File: src/logic/a800_pkg.sv
/*
 * Shared constants and types for the host glue of the 8-bit computer core.
 * Every RTL block that needs a width, a bank or machine code, or one of the
 * reset and mouse limits imports this package with a wildcard.
 */

package a800_pkg;

	// ========================================
	// Address widths
	// ========================================
	localparam int OS_AW      = 14;
	localparam int BASIC_AW   = 13;
	localparam int CPU_ROM_AW = 15;

	// Read value of padded or unmapped ROM space
	localparam logic [7:0] PAD_BYTE = 8'hFF;

	// ROM bank identity, also the order of the in-use mask
	typedef enum logic [1:0] {
		ROM_XL    = 2'd0,
		ROM_BASIC = 2'd1,
		ROM_OSA   = 2'd2,
		ROM_OSB   = 2'd3
	} rom_bank_e;

	// Machine selection as it arrives on the 2-bit input
	typedef enum logic [1:0] {
		MACH_XL_BASIC = 2'd0,
		MACH_XL       = 2'd1,
		MACH_OS_A_800 = 2'd2,
		MACH_OS_B_800 = 2'd3
	} machine_e;

	// ========================================
	// Load reset and mouse limits
	// ========================================
	localparam int LOAD_RESET_CYCLES = 64;
	localparam int LOAD_CNT_W        = $clog2(LOAD_RESET_CYCLES);

	localparam int MOUSE_STEP_MAX = 10;
	localparam int AXIS_MIN       = -128;
	localparam int AXIS_MAX       = 127;

endpackage

File: src/logic/rom_select.sv
/*
 * CPU ROM read multiplexer.
 * Latches the machine type while reset is held, delays the upper address
 * bits to line up with the bank read stage, and picks the bank output.
 * Also reports which banks the latched machine type depends on.
 */

`timescale 1ns/100ps

module rom_select import a800_pkg::*; (
	input  logic                  clk_sys,
	input  logic                  areset,
	input  machine_e              machine_i,
	input  logic [CPU_ROM_AW-1:0] rom_addr_i,
	input  logic [7:0]            xl_data_i,
	input  logic [7:0]            basic_data_i,
	input  logic [7:0]            osa_data_i,
	input  logic [7:0]            osb_data_i,
	output logic [7:0]            rom_data_o,
	output logic [3:0]            bank_in_use_o
);

	machine_e   sel_q;
	logic [1:0] addr_hi_q;

	// Machine type only changes across a reset
	always_ff @(posedge clk_sys) begin
		if (areset)
			sel_q <= machine_i;
	end

	// Same stage as the bank read registers
	always_ff @(posedge clk_sys) begin
		addr_hi_q <= rom_addr_i[CPU_ROM_AW-1:CPU_ROM_AW-2];
	end

	// ========================================
	// Read mux
	// ========================================
	always_comb begin
		if (addr_hi_q == 2'b00 && sel_q == MACH_XL_BASIC)
			rom_data_o = basic_data_i;
		else if (addr_hi_q[1] && (sel_q == MACH_XL || sel_q == MACH_XL_BASIC))
			rom_data_o = xl_data_i;
		else if (addr_hi_q[1])
			rom_data_o = (sel_q == MACH_OS_B_800) ? osb_data_i : osa_data_i;
		else
			rom_data_o = PAD_BYTE;
	end

	// In-use mask indexed by bank code
	always_comb begin
		bank_in_use_o = 4'b0000;
		case (sel_q)
			MACH_XL_BASIC: begin
				bank_in_use_o[ROM_XL]    = 1'b1;
				bank_in_use_o[ROM_BASIC] = 1'b1;
			end
			MACH_XL:       bank_in_use_o[ROM_XL]  = 1'b1;
			MACH_OS_A_800: bank_in_use_o[ROM_OSA] = 1'b1;
			MACH_OS_B_800: bank_in_use_o[ROM_OSB] = 1'b1;
		endcase
	end

endmodule

File: config.mk
export PLATFORM = sky130hd
export DESIGN_NAME = rom_select
export DESIGN_NICKNAME = d
export VERILOG_FILES = /design/src/logic/a800_pkg.sv /design/src/logic/rom_select.sv
export SDC_FILE = /design/constraint.sdc
export NUM_CORES = 1
export LEC_CHECK = 0
export ABC_AREA = 1
export BUFFER_PORTS_ARGS = -buffer_cell sky130_fd_sc_hd__buf_2
export CELL_PAD_IN_SITES_DETAIL_PLACEMENT = 1
export CELL_PAD_IN_SITES_GLOBAL_PLACEMENT = 2
export CORE_ASPECT_RATIO = 0.6
export CORE_MARGIN = 2
export CORE_UTILIZATION = 12
export CTS_CLUSTER_SIZE = 20
export DETAILED_ROUTE_END_ITERATION = 8
export PLACE_DENSITY_LB_ADDON = 0.25
export SYNTH_ARGS = -nofsm -noshare
export SYNTH_HDL_FRONTEND = slang
export SYNTH_SLANG_ARGS = --single-unit
File: constraint.sdc
create_clock -name clk_sys -period 1.05 [get_ports clk_sys]
set_clock_uncertainty 0.1 [all_clocks]
set_input_delay 0.0525 -clock clk_sys [delete_from_list [all_inputs] [get_ports clk_sys]]
set_output_delay 0.0525 -clock clk_sys [all_outputs]
set_load 0.02 [all_outputs]
Yosys cells after proc, flatten, opt, wreduce, memory -nomap -nowiden
Cells that the tools add are included.
- flip-flop bits (word level): 4
- bits of input ports: 51
- output and inout port bits: 12
- reductions and logical operators: 6
- mux-type cells: 8
- equality and inequality tests: 3
- operators with widths (cell ; number):
    8-bit 2-to-1 mux ; 4
    2-bit equality test, second input constant ; 2
    2-bit zero test ; 2
    1-bit 2-to-1 mux ; 4
    2-bit by 1-bit equality test with 1-bit output, second input constant ; 1
    1-bit logical AND ; 2
    2-bit OR reduction ; 1
    1-bit logical OR ; 1

Longest topological paths before layout
- word-level depth: 5
- gate-level depth with buffers: 7

Least setup slack after synthesis
No wires, ideal clock.
- path kind: register -> output
- start point: register sel_q[1]
- end point: output rom_data_o[0]
- cell stages (with the launch flop): 7
- slack: -241 ps
- data arrival time: 1138 ps
- data required time: 897 ps
- path through: edfxtp_1 nor2_4 nand2_4 nand2_1 inv_2 nand2_1 nand2_1
- longest elaborated chain between the ends: 5
- RTL lines (item ; RTL line ; RTL):
    from (decl) ; rom_select.sv:23 ; machine_e sel_q;
    from (signal assigned) ; rom_select.sv:29 ; sel_q <= machine_i;
    2-bit equality test, or another cell as far along ; rom_select.sv:46 ; rom_data_o = (sel_q == MACH_OS_B_800) ? osb_data_i : osa_data_i;
    8-bit 2-to-1 mux / 1-bit logical OR (equally long branches) ; rom_select.sv:46, rom_select.sv:43 ;
    8-bit 2-to-1 mux / 1-bit logical AND (equally long branches) ; rom_select.sv:45, rom_select.sv:43 ;
    8-bit 2-to-1 mux ; rom_select.sv:43 ; else if (addr_hi_q[1] && (sel_q == MACH_XL || sel_q == MACH_XL_BASIC))
    8-bit 2-to-1 mux (*) ; rom_select.sv:41 ; if (addr_hi_q == 2'b00 && sel_q == MACH_XL_BASIC)
    to (decl) ; rom_select.sv:19 ; output logic [7:0] rom_data_o,
Every way passes the cells marked *; elsewhere a longest branch is shown, timed or not.

Worst setup path in the final report
- start point: register sel_q[0]
- end point: output rom_data_o[5]
Same word-level chain as after synthesis.

==> impl_results.md <==
* Antenna Nets Post-Route at 0
* WL/cell at 11.5 um
* Layout net count at between 200 and 250
* GRT busiest layer: met2
* Gpl congestion at around 0.75
* Post-route design area at approximately 1200 sq um
* Setup crit start: sel_q[0]$_DFFE_PP_
* Antenna diode count at 0
* Area leader, netlist: nand3_1
* CTS Sinks at 4
* DR vias at a little under 900
* Hold Path Class: input port to output port
* Pwr Total at approximately 0.0011 W
* Finished Core Util at between 20 and 30%
* Crit path time final at 1.54 ns
* Library cells used by synthesis at 13
* Sequential fraction of the synthesis area at a little under a fifth
* Slew Limit Fails at 0
* Die X-Extent at between 90 and 100 um
* Rows at 19
* Max Freq at between 600 and 700 MHz
* Crit path launch type: flip-flop
* Leakage Power at approximately 0.67 nW
* Clock Pin Slew Worst Setup and Hold Paths at about 0.030 ns
* I/O Buffers at 49
* Via count of the first global-routing pass at approximately 940
* Fin crit share at 147%
* Syn avg cell area at 5.75 sq um
* WL final at roughly 2.6 mm
* Initial core utilization at between 10% and 20%
* First-pass DRT Iterations at 2
* Outcome: finished with violations
* Switching Share at a little over a third
* Gate power share at between 50% and 60%
* Largest net degree at the start of global routing at 11
* Area of placed instances at about 960 sq um
* Setup CP Type: flip-flop to output port
* CTS Root Cell: clkbuf_8
* Core area at between 4000 and 5000 sq um
* Worst Path Required at around 0.90 ns
* Unrepaired setup endpoints after global routing: true
* Commonest cells after routing, fill and taps aside: buf_2, nand3_1, nand2_2
* # H-tree levels at 1
* # Max-Cap Violations at 0
* Total global routing overflow at 0
* Worst-path fanout max at 8
* Met2 Usage GRT at between 10% and 20%
* Post-Syn Instances at between 90 and 100
* Via density at roughly 3.8
* Met3 usage at under 10%
* Final WS setup at -0.493 ns
* Sequential cell area at roughly 100 sq um
* Pint at 0.000716 W
* GRT Total Usage at 10.9%
* DRC errors left at 0
* Setup WS pre-CTS at -0.286 ns
* Die Y at 56.5 um
* Syn_nets at approximately 150
* Ports at 63
* CTS max path bufs at 2
* Final Hold Viols at 0
* First-pass GRT wire length at between 4 and 5 mm
* Commonest non-fill, non-tap cell in the layout: buf_2
* Area occupied by multi-input gates at about 440 sq um
* Top cell type's share of synthesized area at between 20% and 30%
* CTS tree: built
* Worst hold path startpoint: basic_data_i[0]
* Hpwl dp at between 2 and 2.5 mm
* Crit. End Element: output port
* Crit path DAT at 1.39 ns
* Clock share of power at between 30% and 40%
* Drt first-iter violations at 13
* Post-synthesis register bit count at 4
* Switching power at ~0.00039 W
* Post-route insts no fill at 230
* Power density over the cells at 892 nW/um^2
* Peak VDD IR at approximately 0.56 mV
* Total CTS buffers at 3
* Flop pwr share at roughly 17%
* Antenna violations before repair at 0
* Area delta synth->final at 124%
* Failing checks: negative setup slack
* Layout cell share with drive strength beyond 1 at roughly two thirds
* GR Util met1 at a little over an eighth
* Relative slew slack at ~86%
* Placed Cells at roughly 220
* Post-Syn Area at roughly 550 sq um
* Top area cells in the synthesized netlist: nand3_1, nand2_1, edfxtp_1
* Yosys synthesis warning count at 0
* Die Footprint at ~5200 sq um
* Final setup violation count at 12
* Slew of the pin with the lowest slew margin at about 0.21 ns
* Fillcell total at approximately 580
[cell type report]
| type | instances | area share [%] |
|---|---|---|
| timing repair buffer | 69 | 39.7 |
| multi-input combinational | 71 | 35.5 |
| sequential | 4 | 8.08 |
| inverter | 19 | 6.77 |
| tap | 63 | 6.36 |
| clock buffer | 4 | 3.64 |
[power groups by stage]
stage | Clock (W) | Sequential [W] | Combinational, W
2_1_floorplan | 0 | 0.000189 | 0.000240
3_3_place_gp | 0 | 0.000190 | 0.000426
3_5_place_dp | 0 | 0.000190 | 0.000435
4_1_cts | 0.000359 | 0.000188 | 0.000556
5_1_grt | 0.000360 | 0.000189 | 0.000629
6_report | 0.000343 | 0.000188 | 0.000574
[timing repair]
action	CTS	global route
endpoints found under the setup margin	12	12
hold buffers	5	0
pin swaps	9	7
resized for setup	30	16
setup buffers	4	0
endpoints found under the hold margin	6	0
gates cloned	1	0
[worst max-delay path, cell delays in order, from the launching register on]
cell and delay, ns:
edfxtp_1 0.46, nor2_4 0.20, nand2_4 0.13, nand2_2 0.08
inv_2 0.03, nand2_2 0.07, nand2_2 0.06, buf_6 0.13
[synth_stat cells]
library cell	n
buf_4	2
buf_6	1
clkinv_4	1
dfxtp_1	2
edfxtp_1	2
inv_1	14
inv_2	4
nand2_1	32
nand2_4	3
nand3_1	32
nor2_1	1
nor2_4	1
nor2_8	1
[kinds of logic after synthesis]
group | share of synthesized area, %
and+or+nand+nor | 63.3
buffers and inverters | 18.6
DFF | 18.1
[final timing paths]
check	endpoint	slack [ns]	cells past startpoint
worst min-delay path	rom_data_o[0]	0.34	4
worst max-delay path	rom_data_o[5]	-0.49	7
[metal layers]
| metal | part of all wire, % | wire (um) | up-vias |
|---|---|---|---|
| met4 | 0.45 | 12 | 0 |
| li1 | - | - | 448 |
| met3 | 5.7 | 150 | 2 |
| met1 | 45 | 1180 | 400 |
| met5 | 0 | 0 | - |
| met2 | 49 | 1300 | 30 |
[per-stage QoR]
| stage | TNS, ns | hold slack (ns) |
|---|---|---|
| after global placement | -2.34 | 0.0579 |
| final | -4.74 | 0.342 |
| after detailed placement | -2.47 | 0.0591 |
| after global routing | -5.70 | 0.370 |
| after floorplan | -1.45 | -0.0198 |
| after CTS | -5.06 | 0.348 |
[state kept, by name (all words and copies together), names as in the netlist]
signal     count
addr_hi_q      2
sel_q          2
(Power assumes the default switching activity.)
