[config.mk]
export PLATFORM = sky130hd
export DESIGN_NAME = mouse_axis
export DESIGN_NICKNAME = d
export VERILOG_FILES = /design/src/logic/a800_pkg.sv /design/src/logic/mouse_axis.sv
export SDC_FILE = /design/constraint.sdc
export NUM_CORES = 1
export LEC_CHECK = 0
export ABC_CLOCK_PERIOD_IN_PS = 7200
export CAP_MARGIN = 0
export CORE_AREA = 4 4 66 68
export CTS_CLUSTER_DIAMETER = 120
export CTS_CLUSTER_SIZE = 24
export DETAILED_ROUTE_END_ITERATION = 12
export DIE_AREA = 0 0 70 72
export DONT_BUFFER_PORTS = 1
export GPL_ROUTABILITY_DRIVEN = 0
export PLACE_DENSITY = 0.78
export SETUP_SLACK_MARGIN = 0.05
export SLEW_MARGIN = 40
export SYNTH_ARGS = -nofsm -noshare
export SYNTH_HDL_FRONTEND = slang
export SYNTH_SLANG_ARGS = --single-unit
[constraint.sdc]
create_clock -name clk_sys -period 7.2 [get_ports clk_sys]
set_clock_uncertainty 0.1 [all_clocks]
set_input_delay 1.08 -clock clk_sys [delete_from_list [all_inputs] [get_ports clk_sys]]
set_output_delay 1.08 -clock clk_sys [all_outputs]
set_load 0.05 [all_outputs]
[src/logic/a800_pkg.sv]
/*
 * Shared constants and types for the host glue of the 8-bit computer core.
 * Every RTL block that needs a width, a bank or machine code, or one of the
 * reset and mouse limits imports this package with a wildcard.
 */

package a800_pkg;

	// ========================================
	// Address widths
	// ========================================
	localparam int OS_AW      = 14;
	localparam int BASIC_AW   = 13;
	localparam int CPU_ROM_AW = 15;

	// Read value of padded or unmapped ROM space
	localparam logic [7:0] PAD_BYTE = 8'hFF;

	// ROM bank identity, also the order of the in-use mask
	typedef enum logic [1:0] {
		ROM_XL    = 2'd0,
		ROM_BASIC = 2'd1,
		ROM_OSA   = 2'd2,
		ROM_OSB   = 2'd3
	} rom_bank_e;

	// Machine selection as it arrives on the 2-bit input
	typedef enum logic [1:0] {
		MACH_XL_BASIC = 2'd0,
		MACH_XL       = 2'd1,
		MACH_OS_A_800 = 2'd2,
		MACH_OS_B_800 = 2'd3
	} machine_e;

	// ========================================
	// Load reset and mouse limits
	// ========================================
	localparam int LOAD_RESET_CYCLES = 64;
	localparam int LOAD_CNT_W        = $clog2(LOAD_RESET_CYCLES);

	localparam int MOUSE_STEP_MAX = 10;
	localparam int AXIS_MIN       = -128;
	localparam int AXIS_MAX       = 127;

endpackage

[src/logic/mouse_axis.sv]
/*
 * Mouse emulation of the analog joystick axes and fire buttons.
 * Each mouse packet moves two clamped accumulators; any analog stick
 * activity or a CPU halt hands the outputs back to the real inputs.
 */

`timescale 1ns/100ps

module mouse_axis import a800_pkg::*; (
	input  logic        clk_sys,
	input  logic        areset,
	input  logic [24:0] mouse_pkt_i,
	input  logic        y_invert_i,
	input  logic [15:0] analog_i,
	input  logic        cpu_halt_i,
	input  logic [13:0] joy_i,
	output logic [7:0]  axis_x_o,
	output logic [7:0]  axis_y_o,
	output logic [13:0] joy_o,
	output logic        mouse_active_o
);

	logic signed [8:0] dx_raw;
	logic signed [8:0] dy_raw;
	logic signed [8:0] dx_lim;
	logic signed [8:0] dy_lim;
	logic signed [9:0] nx;
	logic signed [9:0] ny;
	logic signed [8:0] mx_q;
	logic signed [8:0] my_q;
	logic              stb_q;

	function automatic logic signed [8:0] clamp(input logic signed [9:0] v,
			input int lo, input int hi);
		if (v < lo)
			return 9'(lo);
		if (v > hi)
			return 9'(hi);
		return v[8:0];
	endfunction

	// Packet deltas are 9-bit two's complement with a separate sign bit
	assign dx_raw = {mouse_pkt_i[4], mouse_pkt_i[15:8]};
	assign dy_raw = {mouse_pkt_i[5], mouse_pkt_i[23:16]};
	assign dx_lim = clamp(10'(dx_raw), -MOUSE_STEP_MAX, MOUSE_STEP_MAX);
	assign dy_lim = clamp(10'(dy_raw), -MOUSE_STEP_MAX, MOUSE_STEP_MAX);

	assign nx = mx_q + dx_lim;
	assign ny = y_invert_i ? (my_q - dy_lim) : (my_q + dy_lim);

	always_ff @(posedge clk_sys) begin
		if (areset) begin
			stb_q          <= 1'b0;
			mouse_active_o <= 1'b0;
			mx_q           <= '0;
			my_q           <= '0;
		end else begin
			stb_q <= mouse_pkt_i[24];
			if (stb_q != mouse_pkt_i[24]) begin
				mouse_active_o <= 1'b1;
				mx_q           <= clamp(nx, AXIS_MIN, AXIS_MAX);
				my_q           <= clamp(ny, AXIS_MIN, AXIS_MAX);
			end
			// Real stick or halted CPU wins over a new packet
			if (analog_i != 16'd0 || cpu_halt_i) begin
				mouse_active_o <= 1'b0;
				mx_q           <= '0;
				my_q           <= '0;
			end
		end
	end

	assign axis_x_o = mouse_active_o ? mx_q[7:0] : analog_i[7:0];
	assign axis_y_o = mouse_active_o ? my_q[7:0] : analog_i[15:8];
	assign joy_o    = {joy_i[13:9], mouse_active_o ? mouse_pkt_i[1:0] : joy_i[8:7], joy_i[6:0]};

	a_axis_range: assert property (@(posedge clk_sys) disable iff (areset)
		mx_q >= AXIS_MIN && mx_q <= AXIS_MAX && my_q >= AXIS_MIN && my_q <= AXIS_MAX);

endmodule

# After elaboration in Yosys (flattened, before gate mapping)
# Cells that the tools add are included.
[totals]
regBits = 20
output_inout_bits = 31
in_bits = 59
[classes]
n_addsub = 3
mux = 40
n_reduce_logical = 3
order_cmp = 8
eq_ne = 1
[ops]
columns = ["cell", "n"]
rows = [
  ["2-to-1 mux 9 bit", 16],
  ["adder 9 x 9 -> 10 bit", 2],
  ["greater-than comparator 10 x 8 -> 1 bit, second input constant", 2],
  ["< comparator 10 x 8 -> 1 bit, second input constant", 2],
  ["2-to-1 mux 1 bit", 20],
  ["greater-than comparator 9 x 5 -> 1 bit, second input constant", 2],
  ["< comparator 9 x 5 -> 1 bit, second input constant", 2],
  ["2-to-1 mux 8 bit", 2],
  ["nonzero test 16 bit", 1],
  ["2-to-1 mux 10 bit", 1],
  ["subtractor 9 x 9 -> 10 bit", 1],
  ["2-to-1 mux 2 bit", 1],
  ["OR reduction 2 bit", 1],
  ["logical OR 1 bit", 1],
  ["inequality test 1 bit", 1],
]

# Depth between registers and ports, before layout
# Gate-level depths: netlist of the first run.
[depth]
ltp_word = 16
depth_mapped = 18

# Worst setup path before layout of the first run
# Ideal clock, no wire load.
[synth_path]
path_type = "input port to flip-flop"
startpoint = "input port mouse_pkt_i[23]"
endpoint = "register my_q[1]"
n_path_buf = 0
setup_slack_ps = 2956
t_arrival_ps = 4020
stages = 14
cell_sequence = "nor4_1 > a21oi_1 > nor3_1 > ha_1 > o21ai_0 > ha_1 > nor2b_1 > o2111ai_1 > nand4_1 > and4_1 > o31ai_1 > o311ai_2 > o21ai_1 > nor3_1"
[synth_between]
elab_chain_cells = 14
word_cells_on_any_way = 23
classes_between = "add/sub (2); order compare (4); mux (17)"
[synth_lines]
columns = ["item", "line", "rtl"]
rows = [
  ["from (decl)", "mouse_axis.sv:12", "input logic [24:0] mouse_pkt_i,"],
  ["greater-than comparator 9 x 5 -> 1 bit", "mouse_axis.sv:37", "if (v > hi)"],
  ["2-to-1 mux 1 bit (2 in a row)", "mouse_axis.sv:37", ""],
  ["2-to-1 mux 9 bit", "mouse_axis.sv:39", "return v[8:0];"],
  ["2-to-1 mux 9 bit *", "mouse_axis.sv:37", ""],
  ["adder 9 x 9 -> 10 bit / subtractor 9 x 9 -> 10 bit (equally long branches)", "mouse_axis.sv:49", "assign ny = y_invert_i ? (my_q - dy_lim) : (my_q + dy_lim);"],
  ["2-to-1 mux 10 bit *", "mouse_axis.sv:49", ""],
  ["greater-than comparator 10 x 8 -> 1 bit", "mouse_axis.sv:37", ""],
  ["2-to-1 mux 1 bit (2 in a row)", "mouse_axis.sv:37", ""],
  ["2-to-1 mux 1 bit", "mouse_axis.sv:59", "if (stb_q != mouse_pkt_i[24]) begin"],
  ["2-to-1 mux 1 bit", "mouse_axis.sv:52", "if (areset) begin"],
  ["2-to-1 mux 9 bit", "mouse_axis.sv:39", ""],
  ["2-to-1 mux 9 bit *", "mouse_axis.sv:37", ""],
  ["to (signal assigned)", "mouse_axis.sv:62", "my_q <= clamp(ny, AXIS_MIN, AXIS_MAX);"],
  ["to (decl)", "mouse_axis.sv:30", "logic signed [8:0] my_q;"],
]
# Mark *: on every way between the ends. The rest lies on a longest branch, timed or not. The select of a mux whose other input is x is not followed.
# A chain may end at the register's enable or synchronous reset.

# Final worst setup path of the first run
# Same ends and word-level chain as after synthesis.

==> metrics.cfg, run 1 <==
[sta]
fmax_mhz = 224
whs_ns = 0.365
post-route-period-util_pct = 62.0
tns_ns = 0
rsz0062_at_grt = false
fin_ws_ns = 2.73
worst_pin_slew_ns = 0.725
final_hold_viol_count = 0
finalSetupViolCount = 0
slew_violations = 0
period_needed_ns = 4.47
relSlewSlack_pct = 51.3

[synth]
post-synth-top-area-cell = dfxtp_1
synth_top_family_by_area = compound AO/OA/AOI/OAI gates
synth_area_mm2 = 0.00235
yosysTopAreaCellShare_pct = 17.0
yosys.area_share.adder_pct = 11.8
synthTopCellsByCount = 30 x nor2_1, 28 x a21oi_1, 23 x nand2_1
synth_compound_gate_area_share_pct = 27.4
synthTopCellsByArea = dfxtp_1 17%, ha_1 10%, mux2_2 8.6%
synth_fp_nets = 381
synth_xor_area_share_pct = 5.90
synth.avg_cell_area_um2 = 7.82
synthSimpleGateAreaFrac_pct = 20.4
ys.flop_type = dfxtp_1
synthMuxAreaShare_pct = 9.46
yosysWarnings = 0
synthArstFlopShare_pct = 0
ys_ff_latch = 20
ys_types = 57
synthCells = 301
yosysSeqAreaShare_pct = 17.0
synth_most_common_cell = nor2_1
synth_edf_count = 0

[grt]
grt_overflow = 0
gr-usage-all-layers_pct = 20.0
grt_pass1_wl_um = 8480
grt_start_max_net_pins = 21
grt_pass1_vias = 1893
antenna_found_initial = 0

[setup_path]
start_kind = input port
required_ns = 7.24
path_class = in2reg
cp_max_fo = 5
end_kind = register
critPathArrivalTime_ns = 4.51
r2r_cells = 11

[clock_tree]
root_buffer = clkbuf_8
cts_hold_buf = 0
clk_latency_ns = 0.26
clk_pin_slew_ns = 0.07
clk_path_buf_depth = 2
clkSinkCount = 20
post_cts_buffers = 0
cts_resized = 0
h-tree-depth = 1
cts_made_buffers = 3
tritoncts = built

[hold_path]
whs_path_depth = 2
hold_class = reg2reg

[route]
drc = 0
antenna_left = 0
drt_wl_total_um = 5070
vias = 2038
viasPerCell = 6.18
drt_iter0_drc = 111
dr.pass1.iters = 4
wl_per_cell_um = 15.4

[power]
cellPowerDensity_mw_per_mm2 = 122
vdd_drop_max_uv = 69.4
p_leak_nw = 0.931

[floorplanning]
die_area_mm2 = 0.00504
die_y_um = 72
rows = 23
core_area_mm2 = 0.00386
die_w_um = 70
io_pins = 90
start_util_pct = 61.1

[job]
cap_violations = 0

[placed_design]
dp.final_hpwl_um = 4190
pre_cts_ws_ns = 2.50
io_buffers = 0

[final_layout]
syn2layout_area_growth_pct = -0.691
drive_gt1_share_pct = 12.9
final_nets = 361
num_antenna_cells = 0
fin_util_pct = 60.6

[run_status]
status = completed

==> placed cells by master, fill, tap and decap left out, drive strengths merged, types with 5 or more instances in the layout <==
cell type / n
a221o: 6
dfxtp: 20
ha: 19
nand3: 5
o211ai: 5
nor2: 30
mux2: 18
nor4: 5
inv: 13
o21a: 5
xnor2: 11
a21oi: 29
nor3: 12
a21o: 6
nand2: 23
o21ai: 11
==> critical path, cell delays in order <==
cell and delay (ns):
nor4_1 0.36, a21oi_1 0.14, nor3_1 0.26, ha_1 0.27
o21ai_0 0.33, ha_1 0.30, nor2b_1 0.14, o2111ai_1 0.26
nand4_1 0.22, and4_1 0.25, o31ai_1 0.29, o311ai_2 0.23
o21ai_1 0.28, nor3_1 0.09
==> report_power, final <==
part           leakage, nW  internal [W]  switching, W
Sequential           0.162      0.000111   0.000000258
Clock               0.0288     0.0000487     0.0000362
Combinational        0.741     0.0000316     0.0000572
==> metrics by stage <==
step	instances	area (um2)	power (W)
after CTS	330	2340	0.000285
after global placement	326	2280	0.000201
after floorplan	301	2350	0.000211
final	330	2340	0.000285
after global routing	330	2340	0.000296
after detailed placement	326	2280	0.000202
==> registers in the layout (all words and copies together), names as in the netlist <==
register	flops
mx_q	9
stb_q	1
mouse_active_o	1
my_q	9
==> metal layers <==
layer,up-vias,GRT usage (%),wire length [um]
met1,915,25.5,2250
li1,1056,-,-
met3,11,3.74,310
met2,56,34.2,2440
met5,-,0,0
met4,0,6.38,68
==> cell families (layout without fill, tap and decap cells) <==
logic type               count (synthesis)  in the layout
AO/OA/AOI/OAI                           90             90
XOR/XNOR                                15             15
adder cells (fa/ha/maj)                 21             21
buffers and inverters                   39             18
flip-flops                              20             20
multiplexers                            20             20
AND/OR/NAND/NOR                         96             96
==> worst paths after layout <==
| kind | start | to | slack, ns |
|---|---|---|---|
| worst min register to register | mx_q[5] | mx_q[5] | 0.36 |
| worst min-delay path | mx_q[5] | mx_q[5] | 0.36 |
| worst max-delay path | mouse_pkt_i[23] | my_q[1] | 2.73 |
| worst max register to register | mx_q[0] | mx_q[0] | 4.24 |
==> layout make-up <==
| type | instances | area, um2 |
|---|---|---|
| clock buffers | 4 | 55.1 |
| repair buffers | 1 | 7.51 |
| inverters | 13 | 48.8 |
| fillers | 362 | 1520 |
| well taps | 50 | 62.6 |
| multi-input cells | 242 | 1760 |
| flip-flops and latches | 20 | 402 |
(Power assumes the default switching activity.)
==> run 2: changes to the inputs <==
--- a/config.mk
+++ b/config.mk
@@ -5,16 +5,16 @@
 export SDC_FILE = /design/constraint.sdc
 export NUM_CORES = 1
 export LEC_CHECK = 0
-export ABC_CLOCK_PERIOD_IN_PS = 7200
+export ABC_CLOCK_PERIOD_IN_PS = 3820
 export CAP_MARGIN = 0
-export CORE_AREA = 4 4 66 68
+export CORE_AREA = 4 4 69 71
 export CTS_CLUSTER_DIAMETER = 120
 export CTS_CLUSTER_SIZE = 24
 export DETAILED_ROUTE_END_ITERATION = 12
-export DIE_AREA = 0 0 70 72
+export DIE_AREA = 0 0 73 75
 export DONT_BUFFER_PORTS = 1
 export GPL_ROUTABILITY_DRIVEN = 0
-export PLACE_DENSITY = 0.78
+export PLACE_DENSITY = 0.75
 export SETUP_SLACK_MARGIN = 0.05
 export SLEW_MARGIN = 40
 export SYNTH_ARGS = -nofsm -noshare
==> constraint.sdc (replaced) <==
create_clock -name clk_sys -period 3.82 [get_ports clk_sys]
set_clock_uncertainty 0.1 [all_clocks]
set_input_delay 0.573 -clock clk_sys [delete_from_list [all_inputs] [get_ports clk_sys]]
set_output_delay 0.573 -clock clk_sys [all_outputs]
set_load 0.05 [all_outputs]
==> run 2 against run 1 <==
Design area up 13%; routed wire length up 10%; highest routed layer unchanged; sequential power up 88%; hold slack worse by 0.087 ns; total power up 120%; critical path type unchanged; count of clock-buffer cells in the layout down 1; via count up 8.4%; sequential share of layout area down 2.0 points; register-to-register slack worse by 3.2 ns; core utilization up 1.7 points; worst setup slack worse by 2.5 ns.
==> metrics.cfg, run 2 (synthesis results as in run 1) <==
[grt]
grt_overflow = 0  ; unchanged
met1_usage_pct = 24.9  ; was 25.5%
grt_pass1_vias = 2084  ; was 1893
busiest_layer = met2  ; unchanged
grt_use_met2_pct = 37.9  ; was 34.2%
antenna_found_initial = 0  ; unchanged
gr-usage-all-layers_pct = 20.4  ; was 20.0%
grt_start_max_net_pins = 21  ; unchanged
met3_usage_pct = 1.87  ; was 3.74%
grt_pass1_wl_um = 9110  ; was 8480 um

[placed_design]
io_buffers = 0  ; unchanged
dp.final_hpwl_um = 4530  ; was 4190 um
pre_cts_ws_ns = -0.293  ; was 2.50 ns
placed_cells = 354  ; was 326

[floorplanning]
die_area_mm2 = 0.00548  ; was 0.00504 mm2
die_w_um = 73  ; was 70 um
core_area_mm2 = 0.00423  ; was 0.00386 mm2
io_pins = 90  ; unchanged
die_y_um = 75  ; was 72 um
rows = 24  ; was 23
start_util_pct = 55.6  ; was 61.1%

[route]
wl_per_cell_um = 15.5  ; was 15.4 um
drt_iter0_drc = 83  ; was 111
drt_wl_total_um = 5600  ; was 5070 um
dr.pass1.iters = 4  ; unchanged
antenna_left = 0  ; unchanged
viasPerCell = 6.12  ; was 6.18
vias = 2210  ; was 2038
drc = 0  ; unchanged

[power]
vdd_drop_max_uv = 133  ; was 69.4 uV
p_leak_nw = 1.09  ; was 0.931 nW
cellPowerDensity_mw_per_mm2 = 233  ; was 122 mW/mm2
finalPower_w = 0.000616  ; was 0.000285 W

[hold_path]
whs_path_depth = 1  ; was 2
hold_class = in2reg  ; was reg2reg
min_from = areset  ; was mx_q[5]

[job]
cap_violations = 0  ; unchanged

[setup_path]
required_ns = 3.86  ; was 7.24 ns
end_kind = register  ; unchanged
start_kind = input port  ; unchanged
r2r_start = mx_q[0]  ; unchanged
critPathArrivalTime_ns = 3.61  ; was 4.51 ns
startpoint = mouse_pkt_i[23]  ; unchanged
r2r_cells = 11  ; unchanged
cp_max_fo = 5  ; unchanged
path_class = in2reg  ; unchanged

[sta]
period_needed_ns = 3.56
worst_pin_slew_ns = 0.719  ; was 0.725 ns
finalSetupViolCount = 0  ; unchanged
post-route-period-util_pct = 93.3
slew_violations = 0  ; unchanged
fmax_mhz = 281
tns_ns = 0  ; unchanged
relSlewSlack_pct = 51.7  ; was 51.3%
rsz0062_at_grt = true  ; was false
fin_ws_ns = 0.256  ; was 2.73 ns
final_hold_viol_count = 0  ; unchanged
whs_ns = 0.277  ; was 0.365 ns

[final_layout]
most-common-layout-cells = 30 x buf_4, 29 x nor2_1, 25 x a21oi_1, 22 x nand2_1  ; was 30 x nor2_1, 28 x a21oi_1, 23 x nand2_1, 19 x ha_1, 19 x dfxtp_1
syn2layout_area_growth_pct = 12.2  ; was -0.691%
nFillCells = 373  ; was 362
fin_cells = 361  ; was 330
seq_area_um2 = 402  ; unchanged
drive_gt1_share_pct = 25.2  ; was 12.9%
layout_commonest_cell = buf_4  ; was nor2_1
num_antenna_cells = 0  ; unchanged
multi_input_area_mm2 = 0.00183  ; was 0.00176 mm2
top_regs = mx_q (9), my_q (9)  ; unchanged
final_nets = 390  ; was 361

[clock_tree]
clk_path_buf_depth = 2  ; unchanged
cts_made_buffers = 3  ; unchanged
root_buffer = clkbuf_8  ; unchanged
h-tree-depth = 1  ; unchanged
clk_pin_slew_ns = 0.08  ; was 0.07 ns
clk_latency_ns = 0.26  ; about the same
tritoncts = built  ; unchanged
clkSinkCount = 20  ; unchanged
cts_hold_buf = 0  ; unchanged

[run_status]
status = completed  ; unchanged

run 2: changes by cell type in the layout (fill, tap and decap cells not counted), moves of 2 or more:
cell,delta
nor3_1,-2
a21oi_2,+3
a21oi_1,-3
buf_4,+29
a211oi_2,+2
nor3_2,+2
a211oi_1,-2
o21ai_0,-2
run 2: layout make-up:
cell class / instances / share of cell area, %
Timing Repair Buffer: 30 / 8.53
Clock buffer: 3 / 1.56
Inverter: 13 / 1.85
Sequential cell: 20 / 15.2
Clock inverter: 1 / 1.14
Tap cell: 52 / 2.46
Multi-Input combinational cell: 242 / 69.3
run 2: worst paths after layout:
path              to  slack [ns]
min            stb_q        0.28
max          my_q[2]        0.26
min reg2reg  mx_q[5]        0.37
max reg2reg  mx_q[1]        1.03
run 2: through the flow:
stage	util [%]	cell area, um2
after detailed placement	58.6	2480
after floorplan	-	2350
after global placement	58.6	2480
after global routing	62.4	2640
after CTS	60.3	2550
final	62.4	2640
run 2: layer usage:
layer | wire length [um] | part of all wire, % | vias to the layer above
met4 | 47 | 0.84 | 0
met3 | 335 | 6.0 | 4
li1 | - | - | 1120
met2 | 2920 | 52 | 67
met1 | 2300 | 41 | 1019
met5 | 0 | 0 | -
run 2: what timing repair did:
action / in CTS / in global routing
setup endpoints to repair: 7 / 16
gates cloned: 0 / 0
resized for setup: 1 / 17
buffers inserted: 0 / 3
pin swaps: 0 / 7
run 2: power by group:
group	internal (W)	switching, W	total (W)
sequential	0.000209	0.000000430	0.000209
clock	0.000140	0.0000718	0.000211
combinational	0.0000796	0.000116	0.000196
run 2: worst max-delay path, cell delays in order:
cell,delay [ns]
nor4_4,0.29
a21oi_2,0.10
nor3_2,0.23
ha_1,0.22
nand2_1,0.06
o31a_1,0.26
a21oi_1,0.13
ha_1,0.29
o2111ai_1,0.14
nand4_1,0.26
and4_1,0.25
o31ai_2,0.27
o311ai_2,0.18
o21ai_1,0.26
nor3_1,0.10
==> run 3: changes to the inputs <==
--- a/config.mk
+++ b/config.mk
@@ -7,16 +7,17 @@
 export LEC_CHECK = 0
 export ABC_CLOCK_PERIOD_IN_PS = 3820
 export CAP_MARGIN = 0
-export CORE_AREA = 4 4 69 71
-export CTS_CLUSTER_DIAMETER = 120
+export CORE_AREA = 4 4 68 70
+export CTS_BUF_LIST = sky130_fd_sc_hd__clkbuf_8
 export CTS_CLUSTER_SIZE = 24
 export DETAILED_ROUTE_END_ITERATION = 12
-export DIE_AREA = 0 0 73 75
+export DIE_AREA = 0 0 72 74
 export DONT_BUFFER_PORTS = 1
 export GPL_ROUTABILITY_DRIVEN = 0
-export PLACE_DENSITY = 0.75
+export PLACE_DENSITY = 0.77
 export SETUP_SLACK_MARGIN = 0.05
 export SLEW_MARGIN = 40
 export SYNTH_ARGS = -nofsm -noshare
 export SYNTH_HDL_FRONTEND = slang
 export SYNTH_SLANG_ARGS = --single-unit
+export TNS_END_PERCENT = 10
==> run 3 against run 2 <==
Count of clock-buffer cells in the layout stayed put; hold slack better by 0.017 ns; sequential cell count stayed put; via count is 1.6% lower; non-clock buffer count is 4 lower; critical path type unchanged; worst setup slack worse by 0.070 ns; clock power hardly changed; core utilization is 2.8 points higher; design area is 2.0% lower; largest power group is now sequential cells; global-route usage is 0.089 points lower; sequential share of layout area is 0.27 points higher; routed wire length is 2.3% lower; highest routed layer unchanged.
==> metrics.cfg, run 3 (synthesis results as in run 1) <==
[final_layout]
num_antenna_cells = 0  ; unchanged
syn2layout_area_growth_pct = 9.88  ; was 12.2%
final_nets = 386  ; was 390
layout_commonest_cell = nor2_1  ; was buf_4
top_regs = mx_q (9), my_q (9)  ; unchanged
fin_util_pct = 65.2  ; was 62.4%
drive_gt1_share_pct = 22.3  ; was 25.2%
nFillCells = 348  ; was 373
most-common-layout-cells = 29 x nor2_1, 27 x a21oi_1, 26 x buf_4, 23 x nand2_1, 20 x dfxtp_1  ; was 30 x buf_4, 29 x nor2_1, 25 x a21oi_1, 22 x nand2_1

[placed_design]
dp.final_hpwl_um = 4480  ; was 4530 um
io_buffers = 0  ; unchanged

[run_status]
status = completed  ; unchanged

[clock_tree]
h-tree-depth = 1  ; unchanged
clk_path_buf_depth = 2  ; unchanged
cts_hold_buf = 0  ; unchanged
tritoncts = built  ; unchanged
clk_pin_slew_ns = 0.07  ; was 0.08 ns
root_buffer = clkbuf_8  ; unchanged
clk_latency_ns = 0.26  ; about the same
cts_made_buffers = 3  ; unchanged
clkSinkCount = 20  ; unchanged

[setup_path]
critPathArrivalTime_ns = 3.68  ; was 3.61 ns
required_ns = 3.86  ; about the same
path_delay_family = compound AO/OA/AOI/OAI gates  ; unchanged
path_class = in2reg  ; unchanged
r2r_cells = 11  ; unchanged
cp_max_fo = 7  ; was 5
cp_common_cell = buf_4  ; was ha_1
cp_num_buf_inv = 3  ; was 0
end_kind = register  ; unchanged
startpoint = mouse_pkt_i[23]  ; unchanged
start_kind = input port  ; unchanged
r2r_start = mx_q[0]  ; unchanged
worst_path_max_delay_cell = fa_1  ; was nor4_4
path_cells = nor4_2, a21o_1, nand3_1, ha_1, o21ai_1, buf_4, fa_1, a211oi_2, o21ai_1, a21oi_2, nor2_1, nor3_1, buf_4, a211oi_4, buf_4, o211ai_1, a21oi_1  ; was nor4_4, a21oi_2, nor3_2, ha_1, nand2_1, o31a_1, a21oi_1, ha_1, o2111ai_1, nand4_1, and4_1, o31ai_2, o311ai_2, o21ai_1, nor3_1
slowest_delay_ns = 0.42  ; was 0.29 ns
crit_cells = 17  ; was 15

[route]
top_layer_used = met4  ; unchanged
wl_per_cell_um = 15.4  ; was 15.5 um
drt_wl_total_um = 5470  ; was 5600 um
viasPerCell = 6.12  ; about the same
drt_iter0_drc = 94  ; was 83
drc = 0  ; unchanged
wl_met3_um = 326  ; was 335 um
vias = 2174  ; was 2210
wl_met2_um = 2650  ; was 2920 um
dr.pass1.iters = 4  ; unchanged
m1WireLength_um = 2470  ; was 2300 um
antenna_left = 0  ; unchanged

[floorplanning]
die_w_um = 72  ; was 73 um
start_util_pct = 59.3  ; was 55.6%
rows = 23  ; was 24
die_y_um = 74  ; was 75 um
core_area_mm2 = 0.00397  ; was 0.00423 mm2
io_pins = 90  ; unchanged
die_area_mm2 = 0.00533  ; was 0.00548 mm2

[sta]
tns_ns = 0  ; unchanged
rsz0062_at_grt = true  ; unchanged
period_needed_ns = 3.63  ; was 3.56 ns
slew_violations = 0  ; unchanged
post-route-period-util_pct = 95.1  ; was 93.3%
finalSetupViolCount = 0  ; unchanged
fmax_mhz = 275  ; was 281 MHz
final_hold_viol_count = 0  ; unchanged
worst_pin_slew_ns = 0.802  ; was 0.719 ns
relSlewSlack_pct = 46.1  ; was 51.7%

[power]
finalPower_w = 0.000612  ; was 0.000616 W
cellPowerDensity_mw_per_mm2 = 236  ; was 233 mW/mm2
p_leak_nw = 1.07  ; was 1.09 nW
vdd_drop_max_uv = 145  ; was 133 uV

[grt]
gr-usage-all-layers_pct = 20.3  ; was 20.4%
grt_pass1_wl_um = 8860  ; was 9110 um
grt_pass1_vias = 1994  ; was 2084
grt_start_max_net_pins = 16  ; was 21
antenna_found_initial = 0  ; unchanged
grt_overflow = 0  ; unchanged

[job]
cap_violations = 0  ; unchanged

[hold_path]
whs_path_depth = 1  ; unchanged
min_from = areset  ; unchanged
hold_class = in2reg  ; unchanged

## run 3: power breakdown
group          leakage [nW]  internal, W  switching [W]
Sequential            0.161     0.000209    0.000000481
Clock                0.0357     0.000140      0.0000683
Combinational         0.869    0.0000776       0.000117
## run 3: layout make-up
type,count,area [um2],share of cell area (%)
Clock buffer,3,41.3,1.60
Tap cell,50,62.6,2.42
Multi-Input combinational cell,242,1810,69.9
Clock inverter,1,30.0,1.16
Sequential cell,20,400,15.5
Timing Repair Buffer,26,195,7.54
Inverter,13,48.8,1.89
## run 3: what timing repair did
item                                    CTS  global route
gates resized for setup                   3             9
endpoints found under the setup margin    7            13
setup buffers                             0             2
pin swaps                                 0             2
## run 3: worst reg2reg max path, cell delays in order (launching register included)
cell and delay, ns:
dfxtp_1 0.36, ha_1 0.22, inv_1 0.07, fa_1 0.40
nor2b_1 0.17, o31ai_1 0.11, a21oi_1 0.23, nor4b_1 0.10
a211o_1 0.30, a22oi_1 0.26, and2_1 0.27, a221o_1 0.15
## run 3: stage by stage
stage | instances | worst slack (ns) | hold slack [ns] | cell area (um2)
6_report | 355 | 0.186 | 0.294 | 2590
5_1_grt | 355 | -0.127 | 0.293 | 2590
4_1_cts | 353 | 0.0788 | 0.295 | 2530
3_5_place_dp | 349 | -0.312 | 0.369 | 2450
3_3_place_gp | 349 | -0.179 | 0.356 | 2450
2_1_floorplan | 301 | 0.0831 | 0.332 | 2350
## run 3: path summary, 6_finish.rpt
| path | slack, ns | endpoint |
|---|---|---|
| hold / removal | 0.29 | stb_q |
| setup / recovery | 0.19 | my_q[6] |
| hold reg to reg | 0.38 | mx_q[5] |
| setup reg to reg | 1.03 | mx_q[3] |
## run 3: metal layers
layer | global-route usage [%] | vias up
met4 | 3.34 | 0
met5 | 0 | -
met1 | 26.8 | 1004
met3 | 2.84 | 2
met2 | 36.0 | 60
li1 | - | 1108
